$ cat src/source/icache_pkg.sv
package icache_pkg;

	// cache geometry
	localparam int NUM_WAYS       = 4;
	localparam int NUM_SETS       = 64;
	localparam int WORDS_PER_LINE = 4;
	localparam int ADDR_W         = 64;
	localparam int TAG_W          = 54;
	localparam int INDEX_W        = 6;
	localparam int LINE_W         = 128;

	// line address sent to the refill memory, fetch address bits 31..4
	localparam int LINE_ADDR_W = 28;

	// fields of a fetch address, msb first
	typedef struct packed {
		logic [TAG_W-1:0]   tag;
		logic [INDEX_W-1:0] index;
		logic [1:0]         word;
		logic [1:0]         byte_off;
	} fetch_fields_t;

	// one fetch address, seen as a byte address or as cache fields
	typedef union packed {
		logic [ADDR_W-1:0] raw;
		fetch_fields_t     fields;
	} fetch_addr_u;

	// read address channel toward the refill memory
	typedef struct packed {
		logic [LINE_ADDR_W-1:0] line_addr;
		logic                   arvalid;
	} refill_req_t;

	// one data beat of a line burst
	typedef struct packed {
		logic [31:0] rdata;
		logic        rvalid;
		logic        rlast;
	} refill_beat_t;

	// contents of the backing store at a given word address
	function automatic logic [31:0] mem_word(input logic [31:0] word_addr);
		logic [31:0] scrambled;
		scrambled = word_addr ^ 32'h5A5A_0000;
		return scrambled + (word_addr * 32'd3);
	endfunction

endpackage
$ cat src/source/icache_resp.sv
`timescale 1ns/1ps

module icache_resp (
	input  logic                                                 clk,
	input  logic                                                 rst,
	input  logic                                                 flush,
	input  logic                                                 valid,
	input  logic                                                 hit,
	input  logic [icache_pkg::NUM_WAYS-1:0]                      way_hit,
	input  icache_pkg::fetch_addr_u                              addr,
	input  logic [icache_pkg::NUM_WAYS-1:0][icache_pkg::LINE_W-1:0] lines,
	output logic                                                 ready,
	output logic [31:0]                                          inst
);

	logic                            ready_q;
	logic [icache_pkg::NUM_WAYS-1:0] mask_q;
	logic [1:0]                      word_q;
	logic [icache_pkg::LINE_W-1:0]   sel_line;

	// second stage of a hit, flush kills the response due next cycle
	always_ff @(posedge clk) begin
		if (rst || flush) begin
			ready_q <= 1'b0;
			mask_q  <= '0;
		end else if (valid && hit) begin
			ready_q <= 1'b1;
			mask_q  <= way_hit;
		end else begin
			ready_q <= 1'b0;
			mask_q  <= '0;
		end
	end

	// word offset of the request, only looked at while ready is high
	always_ff @(posedge clk) begin
		word_q <= addr.fields.word;
	end

	// mask is one-hot on a hit, so an or of the ways selects it
	always_comb begin
		sel_line = '0;
		for (int w = 0; w < icache_pkg::NUM_WAYS; w++) begin
			if (mask_q[w]) begin
				sel_line = sel_line | lines[w];
			end
		end
	end

	assign inst  = sel_line[word_q*32 +: 32];
	assign ready = ready_q;

endmodule

$ cat config.mk
export PLATFORM = sky130hd
export DESIGN_NAME = icache_resp
export DESIGN_NICKNAME = d
export VERILOG_FILES = /design/src/source/icache_pkg.sv /design/src/source/icache_resp.sv
export SDC_FILE = /design/constraint.sdc
export NUM_CORES = 1
export LEC_CHECK = 0
export ABC_AREA = 1
export BUFFER_PORTS_ARGS = -buffer_cell sky130_fd_sc_hd__buf_2
export CAP_MARGIN = 20
export CORE_AREA = 2 2 239 241
export CTS_BUF_LIST = sky130_fd_sc_hd__clkbuf_16
export DETAILED_ROUTE_END_ITERATION = 7
export DIE_AREA = 0 0 241 243
export PLACE_DENSITY = 0.3
export SYNTH_ARGS = -nofsm -noshare
export SYNTH_HDL_FRONTEND = slang
export SYNTH_SLANG_ARGS = --single-unit
$ cat constraint.sdc
create_clock -name clk -period 0.9 [get_ports clk]
set_input_delay 0.045 -clock clk [delete_from_list [all_inputs] [get_ports clk]]
set_output_delay 0.045 -clock clk [all_outputs]
set_load 0.1 [all_outputs]
==> impl_metrics.ini <==
[run_status]
outcome = complete, but fails checks
violations = negative setup slack

[sta]
slew_viol_final = 0
max_freq_mhz = 572
tightest_slew_ns = 0.327
setup_violations = 32
max-slew-margin-rel_pct = 78.2
tns_ns = -25.54
holdWs_ns = 0.0268
fin_ws_ns = -0.847
min_period_over_period_pct = 194
min_period_ns = 1.75
rsz0062_at_grt = yes
hold_viol = 0

[yosys]
yosysWarnings = 0
syn_inst = 1152
ys_ff_latch = 7
synth_cell_types = 11
netlist_area_um2 = 4980
yosysSeqAreaShare_pct = 2.81
syn-num-nets = 1737
avgSynthCellArea_um2 = 4.33

[setup_path]
cp.arrival_ns = 1.70
cpPeakStageDelay_ns = 0.40
crit_path_cell_trace = buf_12 > buf_6 > nand2_1 > nand2_1 > inv_1 > nand3_1 > nand3_4 > nand2_8 > buf_12
critPathKind = reg2out
critPathRequiredTime_ns = 0.85
cp_max_fo = 9
slowest_stage = dfxtp_4
cp-startpoint = mask_q[1]
endpoint_kind = output pin
start_kind = flip-flop

[global_route]
antenna_found_initial = 8
grt_start_max_net_pins = 36
grt_first_pass_wirelength_um = 60500
first_global_vias = 9816
globalRouteOverflowTotal = 0
grt_usage_pct = 13.8

[route]
dr_wl_met2_um = 23200
drt_pass1_iterations = 5
drtIter0Drc = 385
wl_met1_um = 20700
wl_met3_um = 2990
drc = 0
postRouteAntennaNets = 0
wl_per_cell_um = 18.7
routed-via-count = 9548
vias_per_cell = 3.76
routed_wl_um = 47600
top_layer_used = met5

[cts]
htreeDepth = 1
numCtsBuffers = 3
ctsRootBufferMaster = clkbuf_16
cts_sinks = 7
clk_pin_slew_ns = 0.04
ctsLongestPathBuffers = 2
cts_tree = done

[die]
die-area_um2 = 58600
core_um2 = 56000
die_w_um = 241
num_rows = 87
die_h_um = 243
start_util_pct = 8.91
ioPinCount = 618

[cells_and_area]
nets = 2361
n_fill_cell = 6607
area_growth_pct = 146
final_util_pct = 21.9
drive_gt1_share_pct = 52.1
stdcell_area_um2 = 12300

[pwr]
power.density_nw_per_um2 = 510
vdd_drop_max_mv = 0.340
p_total_mw = 6.25
leakage_nw = 6.61

[placed_design]
dp_hpwl_um = 37000
port_buffers = 555
gp_congestion = 0.839
placed_area_um2 = 10600

[flow_run]
max_cap_violations = 0

[min_path]
min_path_type = in2reg
min_from = way_hit[0]
critical path, delay by kind of cell (launching register included):
family                 cells  cell delay [ns]
flip-flops                 1             0.40
buffers and inverters      4             0.53
AND/OR/NAND/NOR            5             0.52
kinds of logic (layout without fill, tap and decap cells):
group / count (synthesis) / count (layout) / synth area share, %
other cells: 0 / 6 / 0
simple gates: 806 / 806 / 63.9
flops: 7 / 7 / 2.81
buf+inv: 211 / 834 / 20.4
compound gates: 128 / 128 / 12.9
registers in the layout, summed over array words and instances (netlist names):
| name | flops |
|---|---|
| word_q | 2 |
| ready | 1 |
| mask_q | 4 |
cell usage after synthesis (all sizes together):
cell type  count  area (µm²)
a21oi        128         641
buf           72         495
clkbuf         4        15.0
dfxtp          7         140
inv          135         507
nand2        608        2280
nand3        129         646
nor2          69         259
cell type report:
cell class	count	area [µm²]	share of cell area, %
multi-input cells	934	5390	44.0
repair buffers	695	5140	42.0
well taps	756	946	7.72
inverters	135	519	4.24
flip-flops and latches	7	164	1.34
clock buffers	3	75.1	0.612
diodes	6	15.0	0.122
clock inverters	1	3.75	0.0306
path summary, 6_finish.rpt:
| path | cells after the start | to | slack (ns) |
|---|---|---|---|
| max | 9 | inst[4] | -0.85 |
| min | 3 | mask_q[0] | 0.03 |
power by group:
group / switching (mW) / internal, mW / total [mW]
combinational: 2.93 / 2.24 / 5.17
clock: 0.166 / 0.578 / 0.744
sequential: 0.0235 / 0.310 / 0.333
total: 3.12 / 3.12 / 6.25
repair_timing:
action	in CTS	in global routing
setup endpoints to repair	32	32
buffers inserted	6	17
endpoints found under the hold margin	2	0
gates cloned	3	15
gates resized for setup	93	115
pin swaps	19	35
hold buffers	2	0
cell usage in the layout, fill, tap and decap left out, drive strengths merged:
cell,synthesis,layout
buf,72,680
nand2,608,608
inv,135,135
nand3,129,129
a21oi,128,128
nor2,69,69
clkbuf,4,15
dfxtp,7,7
diode,0,6
dlygate4sd3,0,2
clkinv,0,1
bufbuf,0,1
metal layers:
metal	global-route usage, %	up-vias
met5	0	-
met4	2.32	8
met3	2.14	30
met2	24.3	372
met1	17.7	4345
li1	-	4793
per-stage QoR:
stage          std cells  worst slack, ns
3_5_place_dp        2484           -0.818
2_1_floorplan       1152           -0.240
3_3_place_gp        2484           -0.844
5_1_grt             2534           -0.907
4_1_cts             2499           -0.865
6_report            2537           -0.847
Power figures use the tool's default switching activity.
