## config.mk

```make
export PLATFORM = sky130hd
export DESIGN_NAME = icache_ctrl
export DESIGN_NICKNAME = d
export VERILOG_FILES = /design/src/source/icache_pkg.sv /design/src/source/icache_ctrl.sv
export SDC_FILE = /design/constraint.sdc
export NUM_CORES = 1
export LEC_CHECK = 0
export BUFFER_PORTS_ARGS = -buffer_cell sky130_fd_sc_hd__buf_2
export CAP_MARGIN = 20
export CORE_MARGIN = 2
export CORE_UTILIZATION = 46
export CTS_BUF_LIST = sky130_fd_sc_hd__clkbuf_16
export DETAILED_ROUTE_END_ITERATION = 12
export GPL_TIMING_DRIVEN = 0
export PLACE_DENSITY = 0.86
export SYNTH_ARGS = -nofsm -noshare
export SYNTH_HDL_FRONTEND = slang
export SYNTH_SLANG_ARGS = --single-unit
```

## constraint.sdc

```tcl
create_clock -name clk -period 2.69 [get_ports clk]
set_input_delay 0.1345 -clock clk [delete_from_list [all_inputs] [get_ports clk]]
set_output_delay 0.1345 -clock clk [all_outputs]
set_load 0.02 [all_outputs]
```

## src/source/icache_pkg.sv

```systemverilog
package icache_pkg;

	// cache geometry
	localparam int NUM_WAYS       = 4;
	localparam int NUM_SETS       = 64;
	localparam int WORDS_PER_LINE = 4;
	localparam int ADDR_W         = 64;
	localparam int TAG_W          = 54;
	localparam int INDEX_W        = 6;
	localparam int LINE_W         = 128;

	// line address sent to the refill memory, fetch address bits 31..4
	localparam int LINE_ADDR_W = 28;

	// fields of a fetch address, msb first
	typedef struct packed {
		logic [TAG_W-1:0]   tag;
		logic [INDEX_W-1:0] index;
		logic [1:0]         word;
		logic [1:0]         byte_off;
	} fetch_fields_t;

	// one fetch address, seen as a byte address or as cache fields
	typedef union packed {
		logic [ADDR_W-1:0] raw;
		fetch_fields_t     fields;
	} fetch_addr_u;

	// read address channel toward the refill memory
	typedef struct packed {
		logic [LINE_ADDR_W-1:0] line_addr;
		logic                   arvalid;
	} refill_req_t;

	// one data beat of a line burst
	typedef struct packed {
		logic [31:0] rdata;
		logic        rvalid;
		logic        rlast;
	} refill_beat_t;

	// contents of the backing store at a given word address
	function automatic logic [31:0] mem_word(input logic [31:0] word_addr);
		logic [31:0] scrambled;
		scrambled = word_addr ^ 32'h5A5A_0000;
		return scrambled + (word_addr * 32'd3);
	endfunction

endpackage
```

## src/source/icache_ctrl.sv

```systemverilog
`timescale 1ns/1ps

module icache_ctrl (
	input  logic                                   clk,
	input  logic                                   rst,
	input  icache_pkg::fetch_addr_u                addr,
	input  logic                                   valid,
	input  logic                                   any_hit,
	input  logic                                   arready,
	input  icache_pkg::refill_beat_t               beat,
	output icache_pkg::refill_req_t                req,
	output logic [icache_pkg::NUM_WAYS-1:0]        refill_way,
	output logic [icache_pkg::WORDS_PER_LINE-1:0]  word_en,
	output logic                                   idle
);

	localparam int WAYS  = icache_pkg::NUM_WAYS;
	localparam int WORDS = icache_pkg::WORDS_PER_LINE;

	// two states, idle and refill
	localparam logic S_IDLE   = 1'b0;
	localparam logic S_REFILL = 1'b1;

	logic                               state_q;
	// victim candidate, rotates through the ways while idle
	logic [WAYS-1:0]                    victim_q;
	// way picked at acceptance, written by the whole burst
	logic [WAYS-1:0]                    way_q;
	// word slot of the next beat
	logic [WORDS-1:0]                   beat_q;
	// line of the refill in flight
	logic [icache_pkg::LINE_ADDR_W-1:0] line_q;
	logic                               accept;

	assign idle = state_q == S_IDLE;

	// miss request, held while the memory is busy
	assign req.arvalid   = idle && valid && !any_hit;
	// data ways index with the low bits, so idle shows the fetch line
	assign req.line_addr = idle ? addr.raw[31:4] : line_q;

	assign accept = req.arvalid && arready;

	// way and word enables only exist during a refill
	assign refill_way = idle ? '0 : way_q;
	assign word_en    = (!idle && beat.rvalid) ? beat_q : '0;

	always_ff @(posedge clk) begin
		if (rst) begin
			state_q  <= S_IDLE;
			victim_q <= WAYS'(1);
			way_q    <= '0;
			beat_q   <= WORDS'(1);
			line_q   <= '0;
		end else if (idle) begin
			// rotator advances every idle cycle
			victim_q <= {victim_q[WAYS-2:0], victim_q[WAYS-1]};
			if (accept) begin
				state_q <= S_REFILL;
				way_q   <= victim_q;
				line_q  <= addr.raw[31:4];
				// burst starts at word 0
				beat_q  <= WORDS'(1);
			end
		end else begin
			// victim frozen, beat slot moves on each data beat
			if (beat.rvalid) begin
				beat_q <= {beat_q[WORDS-2:0], beat_q[WORDS-1]};
				if (beat.rlast) begin
					state_q <= S_IDLE;
				end
			end
		end
	end

endmodule

```

==> results by group <==
Synthesis
  – Yosys warning count: 0
  – Sequential area share after synthesis: 36.8%
  – Yosys cell types: 25
  – Area contributors post-synth: dfxtp_1 37%, nand2b_1 19%, mux2i_1 16%
  – Post-Syn Nets: 320
  – Fraction of registers with async set/reset: 0%
  – Top cell type's share of synthesized area: 36.8%
  – Most common cell in the netlist: nand2b_1
  – Synthesized area: approximately 2200 sq um
  – Mean post-synth cell area: 10.3 sq um
  – Largest area contributor in the netlist: dfxtp_1
  – Synth cell count leaders: 67 x nand2b_1, 41 x dfxtp_1, 35 x mux2i_1
  – Synthesized instance count: 217
  – Seq cells post-synth: between 40 and 50
  – Main flop type after synthesis: dfxtp_1
  – Number of synthesized flops with an enable pin: 0

Detailed routing
  – Wire per inst: 13.3 um
  – Via density: between 5 and 6
  – Initial drt markers: 70
  – Routed Antenna Nets: 0
  – Residual DRC: 0
  – 1st-pass router iterations: 4
  – Routed wire length: between 4 and 5 mm
  – Via count: 1,755

Timing
  – Final hold viol count: 0
  – Slew Limit Headroom: between 70% and 80%
  – Setup-failing EPs final: 0
  – Max Slew Vio Count: 0
  – Fin worst setup slack: 0.971 ns
  – Clk_skew: around 0.0028 ns
  – Peak Freq: ~580 MHz
  – Tightest Pin Transition: roughly 0.36 ns
  – Setup TNS: 0 ns
  – Final period util: 63.9%
  – Hold Slack: 0.123 ns
  – Unrepaired setup endpoints after global routing: no
  – Min Clock Period, post-route: between 1.5 and 2 ns

Clock network
  – Clk pin slew, worst setup/hold paths: 0.06 ns
  – CTS buffer count: 5
  – Root buffer cell: clkbuf_16
  – CTS tree: done
  – CTS max path bufs: 2
  – Worst-Skew Late Latency: 0.28 ns
  – Htree depth: 2
  – CTS resizes: 0
  – # clock sinks: 41
  – Setup bufs post-CTS: 0
  – Hold buffer count at cts: 0

Pwr
  – Clock power share: between 40% and 50%
  – Net Switching: roughly 0.00036 W
  – Power density over the cells: 548 nW/um^2
  – Leakage: 1.20 nW
  – Pwr Total: 0.00154 W
  – Maximum VDD drop: 0.269 mV
  – Gate power share: 16.0%
  – Cell-internal power: 0.00118 W
  – Flop pwr share: about two fifths
  – Sw frac: 23.6%

Layout
  – Antenna diodes: 0
  – Final Util: 60.0%
  – Area growth from synthesis to layout: 26.3%
  – Ratio of cells with drive above 1 in the final layout: a little under two fifths
  – Final nets: 398

Critical path
  – Setup crit end kind: primary output
  – Critical path type: register to primary output
  – Worst EP arrival: 1.58 ns
  – Required @ worst endpoint: around 2.6 ns
  – Worst reg2reg setup slack: 1.49 ns
  – Startpoint types: register
  – Critical path peak fanout: 10

Outcome
  – Outcome: completed

Global route
  – Initial antenna violation count: 0
  – Largest net degree at the start of global routing: 13
  – Overall routing resource usage: 18.0%
  – Grt ovf: 0
  – Number of global-route vias before repair: 1,661
  – First-pass GRT wire length: 7.48 mm

Floorplan
  – Die Height: 73.6 um
  – Die Wd: 73.6 um
  – Core ar.: between 4000 and 5000 sq um
  – Die ar.: 5420 sq um
  – # rows: 25
  – I/O Pins: 141
  – Starting Density: 47.5%

Job
  – Max cap viols: 0

Placement
  – Routability cong.: 0.764
  – Hpwl dp: about 3.4 mm
  – Post-place setup slack: 1.28 ns
  – Number of port buffers: 71

Worst hold path
  – Hold Path Class: primary input to register
-- flip-flops by register name, summed over array words and instances (netlist names) --
| name | cells |
|---|---|
| line_q | 28 |
| beat_q | 4 |
| victim_q | 4 |
| way_q | 4 |
| state_q | 1 |
-- critical path: stages, from the launching register on --
cell and delay [ns]:
dfxtp_1 0.32, buf_2 0.22, buf_4 0.24, mux2_2 0.36
buf_2 0.16
-- cells by family (layout without fill, tap and decap cells) --
kind of cell    Yosys count  after routing  synth area share, %
buf+inv                  21            100                 6.90
simple gates             84             84                 23.5
flops                    41             41                 36.8
compound gates            8              8                 2.92
mux                      63             63                 29.9
-- layout by cell type (no fill, tap or decap) --
master	instances
a211o_1	1
a211oi_1	1
a21bo_2	1
a21oi_1	1
a22oi_1	1
and2_1	6
and3_1	1
and4bb_1	1
buf_12	3
buf_2	74
buf_4	4
buf_6	1
bufinv_16	1
clkbuf_1	6
clkbuf_16	5
clkinv_1	1
dfxtp_1	41
inv_1	4
inv_2	1
mux2_1	5
mux2_2	23
mux2i_1	35
nand2b_1	67
nand3_1	3
nand4bb_1	1
nor2_1	4
nor3b_1	1
o32ai_1	3
-- cell type report --
class,count,area (sq um)
Fill cell,423,1880
Multi-Input combinational cell,155,1250
Sequential cell,41,821
Timing Repair Buffer,71,355
Buffer,17,139
Clock buffer,5,125
Tap cell,54,67.6
Clock inverter,3,37.5
Inverter,4,15.0
-- power by group through the flow --
stage	registers, W	logic, W	clock network [W]
final	0.000641	0.000247	0.000656
after global routing	0.000643	0.000268	0.000695
after CTS	0.000641	0.000250	0.000671
after detailed placement	0.000654	0.000249	0
after global placement	0.000652	0.000245	0
after floorplan	0.000650	0.000170	0
-- through the flow --
step	cell area [sq um]	std cells
after CTS	2820	350
after global routing	2820	350
final	2820	350
after detailed placement	2650	342
after global placement	2650	342
after floorplan	2230	217
-- layer usage --
layer	up-vias	part of all wire, %	track usage [%]
li1	888	-	-
met1	807	49	23.5
met2	58	45	28.7
met3	2	5.4	4.66
met4	0	0.73	6.06
met5	-	0	0
-- final timing paths --
path                     startpoint                       end  cells after the start
max              state_q$_SDFF_PP0_                   req[26]                      4
min                        addr[12]    line_q[8]$_SDFFE_PP0P_                      3
max reg2reg      state_q$_SDFF_PP0_  victim_q[0]$_SDFFE_PP1N_                      4
min reg2reg  line_q[2]$_SDFFE_PP0P_    line_q[2]$_SDFFE_PP0P_                      2
Note: power is estimated with default switching activity, not from simulation.
